===== src/source/ps2LineSampler.sv =====
`timescale 1ns/1ps
`default_nettype none

module ps2LineSampler #(
	parameter int FILTER_LEN = 8
) (
	input  logic Clk,
	input  logic rst,
	input  logic psClk,
	input  logic psDat,
	output logic clkLevel,
	output logic datLevel,
	output logic clkFall
);

	localparam int CNT_W = $clog2(FILTER_LEN + 1);

	// Index 0 is the clock line, index 1 the data line
	logic [1:0] pinIn;
	logic [1:0] lineLevel;
	// Filtered clock one cycle back
	logic       clkPrev;

	assign pinIn = {psDat, psClk};

	////////////////////////////////////////////////////////////////////////
	// Synchronizer and glitch filter, one per line
	////////////////////////////////////////////////////////////////////////

	for (genvar i = 0; i < 2; i++) begin : gLine
		logic [1:0]       syncQ;
		logic [CNT_W-1:0] stableCnt;

		always_ff @(posedge Clk) begin
			if (rst) begin
				// Idle bus is high
				syncQ        <= 2'b11;
				stableCnt    <= '0;
				lineLevel[i] <= 1'b1;
			end else begin
				syncQ <= {syncQ[0], pinIn[i]};
				if (syncQ[1] == lineLevel[i]) begin
					// Same as accepted level, restart count
					stableCnt <= '0;
				end else if (stableCnt == CNT_W'(FILTER_LEN - 1)) begin
					lineLevel[i] <= syncQ[1];
					stableCnt    <= '0;
				end else begin
					stableCnt <= stableCnt + 1'b1;
				end
			end
		end
	end

	// Edge detect on the filtered clock
	always_ff @(posedge Clk) begin
		if (rst) begin
			clkPrev <= 1'b1;
		end else begin
			clkPrev <= lineLevel[0];
		end
	end

	assign clkLevel = lineLevel[0];
	assign datLevel = lineLevel[1];
	// High to low of the device clock
	assign clkFall  = clkPrev & ~clkLevel;

endmodule

`default_nettype wire


===== config.mk =====
export PLATFORM = sky130hd
export DESIGN_NAME = ps2LineSampler
export DESIGN_NICKNAME = d
export VERILOG_FILES = /design/src/source/ps2LineSampler.sv
export SDC_FILE = /design/constraint.sdc
export NUM_CORES = 1
export LEC_CHECK = 0
export BUFFER_PORTS_ARGS = -buffer_cell sky130_fd_sc_hd__buf_2
export CAP_MARGIN = 20
export CORE_AREA = 3 3 40 42
export CTS_BUF_LIST = sky130_fd_sc_hd__clkbuf_4 sky130_fd_sc_hd__clkbuf_8
export DETAILED_ROUTE_END_ITERATION = 10
export DIE_AREA = 0 0 43 45
export HOLD_SLACK_MARGIN = 0.05
export SYNTH_ARGS = -nofsm -noshare
export SYNTH_HDL_FRONTEND = slang
export SYNTH_SLANG_ARGS = --single-unit

===== constraint.sdc =====
create_clock -name Clk -period 2.65 [get_ports Clk]
set_input_delay 0.265 -clock Clk [delete_from_list [all_inputs] [get_ports Clk]]
set_output_delay 0.265 -clock Clk [all_outputs]
set_load 0.005 [all_outputs]

Word-level counts from Yosys, hierarchy flattened
Index checks and enable logic that the tools add are counted.
Widths: inputs -> output; s select.
{"block": "classes", "add_sub_neg": 2, "n_eq_ne": 4, "bitwise": 4, "n_reduce_logical": 4}
{"operator": "$add 4x1->4 const B", "n": 2}
{"operator": "$eq 4x3->1 const B", "n": 2}
{"operator": "$reduce_or 3->1", "n": 2}
{"operator": "$reduce_and 2->1", "n": 2}
{"operator": "$not 1->1", "n": 3}
{"operator": "$eq 1x1->1", "n": 2}
{"operator": "$and 1x1->1", "n": 1}
{"block": "totals", "reg_bits": 15, "input_bits": 4, "out_inout_bits": 3, "word_cells": 21}

Longest topological paths before layout
Gate-level depths: netlist (run 1).
{"block": "logic_depth", "word_depth": 3, "depth_mapped": 4, "ltp_nobuf": 4}

Worst setup path after synthesis (run 1)
No wires, ideal clock.
{"block": "synth_timing", "path_kind": "register -> register", "start": "register gLine[1].stableCnt[0]", "end": "register gLine[1].stableCnt[2]", "setup_ns": 0.064, "arrival_ns": 1.164, "t_required_ns": 2.586, "slack_ns": 1.422, "path_stages_with_launch": 5, "path_buffers": 0, "synth_period_minus_slack_ns": 1.228, "path_cell_list": "dfxtp_1 > ha_1 > and3b_1 > or3_4 > nor2_1"}
{"block": "synth_between", "elab_chain_len": 2, "word_cells_on_any_way": 3, "classes_between": "add/sub (1); eq/ne (1); reduce/logical (1)"}
{"element": "start, declared", "line_no": "32", "rtl": "logic [CNT_W-1:0] stableCnt;"}
{"element": "start signal, assigned", "line_no": "49", "rtl": "stableCnt <= stableCnt + 1'b1;"}
{"element": "parallel branches: the longest is 2 deep, another holds $add 4x1->4"}
Parallel ways; which one is timed is not known.
A chain may end at the register's enable or synchronous reset.

Worst setup path after layout (run 1)
{"block": "layout_timing", "start": "register gLine[1].stableCnt[0]", "end": "register gLine[1].stableCnt[3]"}
Same word-level chain as after synthesis.

==> impl_summary.txt, run 1 <==
----------------------------------------------------
[Worst setup path]
  Start-to-end type of the worst setup path ... flip-flop to flip-flop
  Maximum net fanout on the critical path ... 4
  Arrival time at the worst endpoint ... 1.52 ns
  Setup crit start kind ... flip-flop
  Critical path endpoint category ... flip-flop
  Launching point of the worst reg2reg path ... gLine[1].stableCnt[0]
  Critical path startpoint ... gLine[1].stableCnt[0]
  Required time of the critical path ... 2.87 ns

[Floorplan]
  Die outline area ... 1940 um2
  Total number of placement rows ... 13
  Total I/O pin count ... 7
  Height of the chip ... 45 um
  Initial cell density of the core ... 41.3%
  Overall die width ... 43 um
  Area of the core ... 1280 um2

[Routing]
  Vias/cell ... 4.41
  1st-pass router iterations ... 2
  Number of violations reported at the end of detailed-routing iteration 0 ... 1
  Antenna-violating nets left ... 0
  Number of vias in the routed layout ... about 340
  Number of DRC violations after detailed routing ... 0
  Wirelength, routed ... 709 um
  Routed len/inst ... a little over 9 um

[Timing]
  Final worst clock skew ... around 0.0018 ns
  Max transition margin ... between 80% and 90%
  Fin crit period ... 1.30 ns
  Transition at the pin with the smallest max-transition slack ... 0.182 ns
  Tcrit/Tclk final ... 48.9%
  Slew Viols, Final ... 0
  Fin Setup TNS ... 0 ns
  Unrepaired setup endpoints after global routing ... false
  Max Fclk ... 771 MHz
  Post-route setup slack ... 1.35 ns
  Setup-failing EPs final ... 0
  Final hold violation count ... 0

[Global routing]
  Initial antenna violation count ... 0
  Pin count of the biggest net entering global routing ... 10
  Number of global-route vias before repair ... 323
  Total global routing overflow ... 0
  Aggregate global-route resource usage ... under 10%
  Wire length of the first global-routing pass ... 1.30 mm

[Finish]
  FF/Latch Area ... 300 um2
  P&R area growth vs syn ... 14.4%
  Share of post-route cells with drive strength above 1 ... 27.9%
  Top library cells by usage in the layout, fill and taps aside ... sky130_fd_sc_hd__dfxtp_1 (15), sky130_fd_sc_hd__nor2_1 (8), sky130_fd_sc_hd__buf_2 (6)
  Layout fillers ... between 100 and 150
  Number of nets in the finished design ... just under 70
  Area of the multi-input gates ... 215 um2
  Final core occ ... 47.2%
  Post-route standard cell area excluding fillers ... between 600 and 700 um2
  Most common cell after layout, fill and taps aside ... sky130_fd_sc_hd__dfxtp_1
  Antenna fix cells ... 0

[Clocking]
  Total clock buffers created by CTS ... 3
  Clock Pin Slew Worst Setup and Hold Paths ... 0.09 ns
  Number of post-CTS setup repair buffers ... 0
  Root buffer cell ... sky130_fd_sc_hd__clkbuf_4
  Clock insertion delay at the later pin of the skew report ... approximately 0.28 ns
  Hold bufs inserted after CTS ... 0
  Maximum clock path buffer count ... 2
  CTS H-tree depth ... 1
  Number of cells upsized or downsized after cts ... 0
  Total number of clock tree sinks ... 15
  TritonCTS clock tree ... yes

[Yosys]
  Netlist area before placement ... 531 um2
  Flop and latch count out of synthesis ... 15
  Sequential fraction of the synthesis area ... 56.6%
  Post-synth top area cell ... sky130_fd_sc_hd__dfxtp_1
  Post-Syn Nets ... 57
  Synth Warn # ... 0
  Post-Synthesis Cells ... 51
  Distinct cell type count of the synthesized netlist ... 13
  Area share of the largest cell type after synthesis ... 56.6%
  Cells taking the most area after synthesis ... sky130_fd_sc_hd__dfxtp_1 (57%), sky130_fd_sc_hd__xnor2_1 (6.6%), sky130_fd_sc_hd__or2_2 (5.9%)
  Mapped Avg Cell Area ... ~10 um2

[Power and ir drop]
  Worst IR drop on VDD ... 0.345 mV
  Pwr dens ... 609 nW/um2
  Share of power burned in registers ... 62.4%
  Net load switching power ... 0.0000786 W
  Leakage Power ... 0.267 nW
  Logic pwr share ... ~2.8%
  Clock power share ... 34.8%
  Internal portion of total power ... 0.000291 W
  Design Power ... 0.000370 W
  Fraction of power spent switching nets ... about a fifth

[Place]
  Number of port buffers ... 6
  RD Place Congestion ... 0.647
  HPWL Detailed ... 505 um
  Pre-CTS setup slack ... about 1.4 ns
  Placement Cell Area ... 579 um2

[Job]
  Max-cap violation count ... 0

[Worst hold path]
  Beginning of the worst hold path ... psClk
  Kind of path behind the tightest hold check ... input port to flip-flop

[Run status]
  Run status ... finished clean

----------------------------------------------------
[cells by family (layout without fill, tap and decap cells)]
group | count (synthesis) | after routing | synth area share (%)
simple gates | 20 | 20 | 22.2
fa+ha+maj | 2 | 2 | 4.72
xor+xnor | 6 | 6 | 9.91
compound gates | 4 | 4 | 3.77
flops | 15 | 15 | 56.6
buf+inv | 4 | 14 | 2.83
[worst max-delay path, cell delays in order, from the launching register on]
cell and delay (ns):
sky130_fd_sc_hd__dfxtp_1 0.33, sky130_fd_sc_hd__ha_1 0.21, sky130_fd_sc_hd__and3b_1 0.21, sky130_fd_sc_hd__or3_4 0.39, sky130_fd_sc_hd__nor2_1 0.10
[cells in the mapped netlist, drive strengths merged]
cell and instances:
and3b 2, a21oi 2, inv 4, nand3 2, ha 2, or3 2
xnor2 4, or2 5, o21ai 2, dfxtp 15, xor2 2, nor2 8
nor2b 1
[state kept, by name, indices dropped and copies added, names as in the netlist]
| name | count |
|---|---|
| clkPrev | 1 |
| gLine.stableCnt | 8 |
| gLine.syncQ | 4 |
| datLevel | 1 |
| clkLevel | 1 |
[final cells by class]
type,count,share of cell area [%]
Sequential cell,15,49.5
Inverter,4,2.47
Clock buffer,3,3.71
Multi-Input combinational cell,32,35.5
Timing Repair Buffer,6,4.95
Tap cell,15,3.09
Clock inverter,1,0.825
[layer usage]
layer / vias up / routed length, um / GRT usage (%)
met2: 5 / 298 / 13.8
met1: 147 / 366 / 11.0
met4: 0 / 12 / 10.8
met5: - / 0 / 0
li1: 181 / - / -
met3: 2 / 32 / 2.39
[power groups by stage]
stage                     Combinational [W]  Clock, W  Sequential [W]
final                             0.0000105  0.000128        0.000231
after global routing              0.0000121  0.000145        0.000231
after CTS                         0.0000106  0.000136        0.000231
after detailed placement          0.0000106         0        0.000236
after global placement            0.0000104         0        0.000236
after floorplan                  0.00000636         0        0.000236
[stage by stage]
stage               instances  hold slack (ns)
floorplan                  51            0.365
finish                     76            0.160
global route               76            0.148
global placement           72            0.392
CTS                        76            0.146
detailed placement         72            0.393
[worst paths after layout]
check	slack, ns	to	cells after the start
worst max-delay path	1.35	gLine[1].stableCnt[3]	4
worst max register to register	1.35	gLine[1].stableCnt[3]	4
worst min-delay path	0.16	gLine[0].syncQ[0]	2
worst min register to register	0.41	gLine[0].syncQ[1]	1
(Power assumes the default switching activity.)
==> run 2, diff against run 1 <==
Clock period 2.65 ns to 1.2 ns, I/O delays scaled along.
==> impl_summary.txt, run 2 (same netlist as run 1, synthesis figures left out) <==
----------------------------------------------------
[Run status]
  Run status ... finished clean (unchanged)

[Routing]
  Vias/cell ... 4.23 (was 4.41)
  Number of violations reported at the end of detailed-routing iteration 0 ... 3 (was 1)
  Wirelength, routed ... 767 um (was 709 um)
  Routed len/inst ... 9.13 um (was 9.33 um)
  Number of DRC violations after detailed routing ... 0 (unchanged)
  Number of vias in the routed layout ... 355 (was 335)
  Antenna-violating nets left ... 0 (unchanged)
  1st-pass router iterations ... 3 (was 2)

[Clocking]
  Maximum clock path buffer count ... 2 (unchanged)
  Total clock buffers created by CTS ... 3 (unchanged)
  TritonCTS clock tree ... yes (unchanged)
  CTS H-tree depth ... 1 (unchanged)
  Total number of clock tree sinks ... 15 (unchanged)
  Root buffer cell ... sky130_fd_sc_hd__clkbuf_4 (unchanged)
  Clock insertion delay at the later pin of the skew report ... 0.27 ns (was 0.28 ns)
  Number of post-CTS setup repair buffers ... 0 (unchanged)
  Clock Pin Slew Worst Setup and Hold Paths ... 0.09 ns (about the same)

[Power and ir drop]
  Worst IR drop on VDD ... 0.604 mV (was 0.345 mV)
  Pwr dens ... 1210 nW/um2 (was 609 nW/um2)
  Leakage Power ... 0.302 nW (was 0.267 nW)
  Design Power ... 0.000844 W (was 0.000370 W)

[Timing]
  Max transition margin ... 88.8% (was 87.9%)
  Transition at the pin with the smallest max-transition slack ... 0.167 ns (was 0.182 ns)
  Fin crit period ... 1.19 ns (was 1.30 ns)
  Setup-failing EPs final ... 0 (unchanged)
  Final worst clock skew ... 0.000896 ns (was 0.00183 ns)
  Tcrit/Tclk final ... 99.1% (was 48.9%)
  Fin Setup TNS ... 0 ns (unchanged)
  Slew Viols, Final ... 0 (unchanged)
  Max Fclk ... 841 MHz (was 771 MHz)
  Unrepaired setup endpoints after global routing ... true (was false)
  Final hold violation count ... 0 (unchanged)

[Worst setup path]
  Critical path endpoint category ... flip-flop (unchanged)
  Critical path's largest stage delay ... 0.36 ns (was 0.39 ns)
  Ordered list of cells on the worst path ... ha_2 -> and3b_1 -> or3_4 -> nor2_1 (was ha_1 -> and3b_1 -> or3_4 -> nor2_1)
  Critical path startpoint ... gLine[1].stableCnt[0] (unchanged)
  Maximum net fanout on the critical path ... 4 (unchanged)
  Required time of the critical path ... 1.42 ns (was 2.87 ns)
  Setup crit start kind ... flip-flop (unchanged)
  Cell with the largest stage delay on the worst path ... sky130_fd_sc_hd__or3_4 (unchanged)
  Arrival time at the worst endpoint ... 1.41 ns (was 1.52 ns)
  Start-to-end type of the worst setup path ... flip-flop to flip-flop (unchanged)
  Launching point of the worst reg2reg path ... gLine[1].stableCnt[0] (unchanged)

[Floorplan]
  Total number of placement rows ... 13 (unchanged)
  Die outline area ... 1940 um2 (unchanged)
  Total I/O pin count ... 7 (unchanged)
  Overall die width ... 43 um (unchanged)
  Height of the chip ... 45 um (unchanged)
  Initial cell density of the core ... 41.3% (unchanged)
  Area of the core ... 1280 um2 (unchanged)

[Global routing]
  Aggregate global-route resource usage ... 9.65% (was 9.62%)
  Number of global-route vias before repair ... 318 (was 323)
  Initial antenna violation count ... 0 (unchanged)
  Total global routing overflow ... 0 (unchanged)
  Pin count of the biggest net entering global routing ... 10 (unchanged)
  Wire length of the first global-routing pass ... 1.30 mm (unchanged)

[Job]
  Max-cap violation count ... 0 (unchanged)

[Place]
  Number of port buffers ... 6 (unchanged)
  HPWL Detailed ... 546 um (was 505 um)
  RD Place Congestion ... 0.675 (was 0.647)

[Finish]
  Top library cells by usage in the layout, fill and taps aside ... sky130_fd_sc_hd__dfxtp_1 (13), sky130_fd_sc_hd__nor2_1 (6), sky130_fd_sc_hd__buf_2 (6), sky130_fd_sc_hd__buf_4 (6), sky130_fd_sc_hd__or2_2 (5) (was sky130_fd_sc_hd__dfxtp_1 (15), sky130_fd_sc_hd__nor2_1 (8), sky130_fd_sc_hd__buf_2 (6))
  Biggest registers after layout ... gLine.stableCnt x8, gLine.syncQ x4 (unchanged)
  Final core occ ... 54.2% (was 47.2%)
  P&R area growth vs syn ... 31.4% (was 14.4%)
  Number of nets in the finished design ... 76 (was 68)
  Most common cell after layout, fill and taps aside ... sky130_fd_sc_hd__dfxtp_1 (unchanged)
  Max FFs per register ... 8 (unchanged)
  Antenna fix cells ... 0 (unchanged)
  Share of post-route cells with drive strength above 1 ... 42.0% (was 27.9%)
  Register with the highest flop count ... gLine.stableCnt (unchanged)

[Worst hold path]
  Kind of path behind the tightest hold check ... input port to flip-flop (unchanged)
  Beginning of the worst hold path ... rst (was psClk)

----------------------------------------------------
-- run 2: changes by cell type in the layout (fill, tap and decap cells not counted) --
cell,before,now
sky130_fd_sc_hd__buf_4,0,6
sky130_fd_sc_hd__clkbuf_4,3,4
sky130_fd_sc_hd__clkinv_2,1,0
sky130_fd_sc_hd__dfxtp_1,15,13
sky130_fd_sc_hd__dfxtp_2,0,2
sky130_fd_sc_hd__dlygate4sd3_1,0,2
sky130_fd_sc_hd__ha_1,2,0
sky130_fd_sc_hd__ha_2,0,1
sky130_fd_sc_hd__ha_4,0,1
sky130_fd_sc_hd__nor2_1,8,6
sky130_fd_sc_hd__nor2_2,0,2
-- run 2: final timing paths --
kind / to / slack [ns] / cells past startpoint
setup / recovery: gLine[1].stableCnt[2] / 0.01 / 4
hold / removal: datLevel / 0.15 / 3
setup reg to reg: gLine[1].stableCnt[2] / 0.01 / 4
hold reg to reg: gLine[0].syncQ[1] / 0.42 / 1
-- run 2: power by group --
part | internal (W) | switching, W
clock | 0.000151 | 0.000151
combinational | 0.0000202 | 0.0000120
sequential | 0.000506 | 0.00000403
total | 0.000677 | 0.000167
-- run 2: metal layers --
metal / vias up / share of wire, % / track usage, %
met3: 2 / 2.7 / 2.39
met2: 4 / 46 / 12.6
li1: 199 / - / -
met1: 150 / 50 / 12.8
met4: 0 / 1.7 / 9.04
met5: - / 0 / 0
-- run 2: worst max-delay path: cells and delay by family (launching register included) --
kind | cells | cell delay [ns]
DFF | 1 | 0.32
and+or+nand+nor | 3 | 0.63
adders and majority gates | 1 | 0.18
-- run 2: area by class of cell --
type / instances / area [um2]
fillers: 118 / 588
flip-flops and latches: 15 / 303
multi-input cells: 32 / 235
repair buffers: 14 / 95.1
clock buffers: 4 / 30.0
well taps: 15 / 18.8
inverters: 4 / 15.0
-- run 2: metrics by stage --
step / instances / hold WS [ns] / area [um2] / setup WS, ns
2_1_floorplan: 51 / 0.220 / 536 / 0.0148
3_3_place_gp: 78 / 0.304 / 629 / -0.000801
3_5_place_dp: 78 / 0.309 / 629 / -0.0118
4_1_cts: 84 / 0.140 / 679 / 0.00648
5_1_grt: 84 / 0.158 / 697 / -0.0468
6_report: 84 / 0.146 / 697 / 0.0106
-- run 2: what timing repair did --
item / 4_1_cts / 5_1_grt
gates resized for setup: 0 / 5
hold endpoints to repair: 2 / 0
hold buffers: 2 / 0
endpoints found under the setup margin: 8 / 9
pin swaps: 2 / 1
==> run 3, diff against run 2 <==
Settings changed: CORE_AREA 3 3 40 42 to 4 4 41 43, DIE_AREA 0 0 43 45 to 0 0 45 47.
==> impl_summary.txt, run 3 (same netlist as run 1, synthesis figures left out) <==
----------------------------------------------------
[Global routing]
  Initial antenna violation count ... 0 (unchanged)
  Wire length of the first global-routing pass ... 1.26 mm (was 1.30 mm)
  Number of global-route vias before repair ... 334 (was 318)
  Pin count of the biggest net entering global routing ... 10 (unchanged)
  Total global routing overflow ... 0 (unchanged)
  Aggregate global-route resource usage ... 8.11% (was 9.65%)

[Clocking]
  Clock Pin Slew Worst Setup and Hold Paths ... 0.08 ns (was 0.09 ns)
  Total clock buffers created by CTS ... 3 (unchanged)
  CTS H-tree depth ... 1 (unchanged)
  Maximum clock path buffer count ... 2 (unchanged)
  Clock insertion delay at the later pin of the skew report ... 0.26 ns (was 0.27 ns)
  Number of post-CTS setup repair buffers ... 0 (unchanged)
  Total number of clock tree sinks ... 15 (unchanged)
  TritonCTS clock tree ... yes (unchanged)
  Root buffer cell ... sky130_fd_sc_hd__clkbuf_4 (unchanged)

[Timing]
  Transition at the pin with the smallest max-transition slack ... 0.169 ns (was 0.167 ns)
  Fin Setup TNS ... 0 ns (unchanged)
  Max transition margin ... 88.7% (was 88.8%)
  Final worst clock skew ... 0.00476 ns (was 0.000896 ns)
  Setup-failing EPs final ... 0 (unchanged)
  Post-route setup slack ... 0.00948 ns (was 0.0106 ns)
  Unrepaired setup endpoints after global routing ... true (unchanged)
  Tcrit/Tclk final ... 99.2% (was 99.1%)
  Max Fclk ... 840 MHz (was 841 MHz)
  Fin crit period ... 1.19 ns (about the same)
  Slew Viols, Final ... 0 (unchanged)
  Final hold violation count ... 0 (unchanged)

[Power and ir drop]
  Leakage Power ... 0.301 nW (was 0.302 nW)
  Worst IR drop on VDD ... 1.23 mV (was 0.604 mV)
  Pwr dens ... 1180 nW/um2 (was 1210 nW/um2)

[Place]
  Number of port buffers ... 6 (unchanged)
  Pre-CTS setup slack ... -0.00659 ns (was -0.0118 ns)
  Placement Cell Area ... 629 um2 (unchanged)
  Cell total after placement ... 78 (unchanged)
  HPWL Detailed ... 531 um (was 546 um)
  RD Place Congestion ... 0.682 (was 0.675)

[Finish]
  Most common cell after layout, fill and taps aside ... sky130_fd_sc_hd__dfxtp_1 (unchanged)
  Top library cells by usage in the layout, fill and taps aside ... sky130_fd_sc_hd__dfxtp_1 (12), sky130_fd_sc_hd__buf_2 (6), sky130_fd_sc_hd__buf_4 (6) (was sky130_fd_sc_hd__dfxtp_1 (13), sky130_fd_sc_hd__nor2_1 (6), sky130_fd_sc_hd__buf_2 (6), sky130_fd_sc_hd__buf_4 (6), sky130_fd_sc_hd__or2_2 (5))
  Final core occ ... 54.2% (about the same)
  Antenna fix cells ... 0 (unchanged)
  Biggest registers after layout ... gLine.stableCnt x8, gLine.syncQ x4 (unchanged)
  Layout fillers ... 122 (was 118)
  Max FFs per register ... 8 (unchanged)
  P&R area growth vs syn ... 33.0% (was 31.4%)
  Area of the multi-input gates ... 243 um2 (was 235 um2)
  Register with the highest flop count ... gLine.stableCnt (unchanged)
  Share of post-route cells with drive strength above 1 ... 47.8% (was 42.0%)
  Count of non-filler cells in the finished layout ... 84 (unchanged)
  Post-route standard cell area excluding fillers ... 706 um2 (was 697 um2)
  Number of nets in the finished design ... 76 (unchanged)
  FF/Latch Area ... 304 um2 (was 303 um2)

[Worst setup path]
  Critical path startpoint ... gLine[0].stableCnt[0] (was gLine[1].stableCnt[0])
  Launching point of the worst reg2reg path ... gLine[0].stableCnt[0] (was gLine[1].stableCnt[0])
  R2R Setup Slk ... 0.009 ns (was 0.01 ns)
  Largest delay contributor family on the critical path ... simple AND/OR/NAND/NOR gates (unchanged)
  Critical path endpoint category ... flip-flop (unchanged)
  Arrival time at the worst endpoint ... 1.40 ns (was 1.41 ns)
  Cell with the largest stage delay on the worst path ... sky130_fd_sc_hd__or3_4 (unchanged)
  Maximum net fanout on the critical path ... 4 (unchanged)
  Ordered list of cells on the worst path ... ha_2 -> and3b_1 -> or3_4 -> nor2_2 (was ha_2 -> and3b_1 -> or3_4 -> nor2_1)
  End of the worst register-to-register path ... gLine[0].stableCnt[2] (was gLine[1].stableCnt[2])
  Buf+Inv Stages, Crit Path ... 0 (unchanged)
  Start-to-end type of the worst setup path ... flip-flop to flip-flop (unchanged)
  Setup crit start kind ... flip-flop (unchanged)
  Reg2Reg Depth ... 4 (unchanged)
  Required time of the critical path ... 1.41 ns (was 1.42 ns)
  Critical path's largest stage delay ... 0.36 ns (about the same)

[Routing]
  1st-pass router iterations ... 3 (unchanged)
  Number of vias in the routed layout ... 357 (was 355)
  Number of violations reported at the end of detailed-routing iteration 0 ... 3 (unchanged)
  Vias/cell ... 4.25 (was 4.23)
  Number of DRC violations after detailed routing ... 0 (unchanged)
  Wirelength, routed ... 742 um (was 767 um)
  Antenna-violating nets left ... 0 (unchanged)
  Routed len/inst ... 8.83 um (was 9.13 um)

[Worst hold path]
  WHS Endpoint ... clkLevel (was datLevel)
  Beginning of the worst hold path ... rst (unchanged)
  WHS Path Cells ... 3 (unchanged)
  Kind of path behind the tightest hold check ... input port to flip-flop (unchanged)

[Floorplan]
  Die outline area ... 2120 um2 (was 1940 um2)
  Overall die width ... 45 um (was 43 um)
  Total I/O pin count ... 7 (unchanged)
  Total number of placement rows ... 13 (unchanged)
  Height of the chip ... 47 um (was 45 um)
  Initial cell density of the core ... 40.8% (was 41.3%)
  Area of the core ... 1300 um2 (was 1280 um2)

[Run status]
  Run status ... finished clean (unchanged)

[Job]
  Max-cap violation count ... 0 (unchanged)

----------------------------------------------------
==> run 3: cell counts in the layout (fill, tap and decap cells not counted) <==
Identical to the previous run, type by type.
==> run 3: cell type report <==
cell class | instances | share of cell area, %
inverters | 4 | 2.13
repair buffers | 14 | 13.5
clock buffers | 4 | 4.26
flip-flops and latches | 15 | 43.1
well taps | 15 | 2.66
multi-input cells | 32 | 34.4
==> run 3: layer usage <==
metal / global-route usage [%] / up-vias / wire length, um
met5: 0 / - / 0
met4: 5.26 / 0 / 10
met3: 2.30 / 2 / 31
met2: 12.4 / 5 / 316
met1: 9.98 / 154 / 383
li1: - / 196 / -
==> run 3: tightest hold or removal path: stages <==
cell	delay, ns
sky130_fd_sc_hd__buf_2	0.16
sky130_fd_sc_hd__a21oi_1	0.05
sky130_fd_sc_hd__o21ai_0	0.06
==> run 3: through the flow <==
stage,hold WS (ns),total power (W)
2_1_floorplan,0.220,0.000535
3_3_place_gp,0.303,0.000546
3_5_place_dp,0.305,0.000547
4_1_cts,0.145,0.000847
5_1_grt,0.166,0.000875
6_report,0.158,0.000831
==> run 3: report_power, final <==
part	leakage, nW	internal (W)	switching [W]	total, W
logic	0.159	0.0000204	0.0000128	0.0000331
registers	0.124	0.000506	0.00000395	0.000510
clock network	0.0184	0.000151	0.000137	0.000288
total	0.301	0.000677	0.000154	0.000831
==> run 3: worst max-delay path by stage <==
stage,depth (start not counted),slack (ns),end
finish,4,0.009,gLine[0].stableCnt[2]
global placement,4,-0.006,gLine[0].stableCnt[2]
CTS,4,0.01,gLine[0].stableCnt[2]
global route,4,-0.05,gLine[0].stableCnt[2]
floorplan,4,0.01,gLine[0].stableCnt[2]
detailed placement,4,-0.007,gLine[0].stableCnt[2]
==> run 3: what timing repair did <==
action	in CTS	in global routing
endpoints found under the setup margin	8	9
hold endpoints to repair	2	0
hold buffers	2	0
pin swaps	2	1
resized for setup	1	9
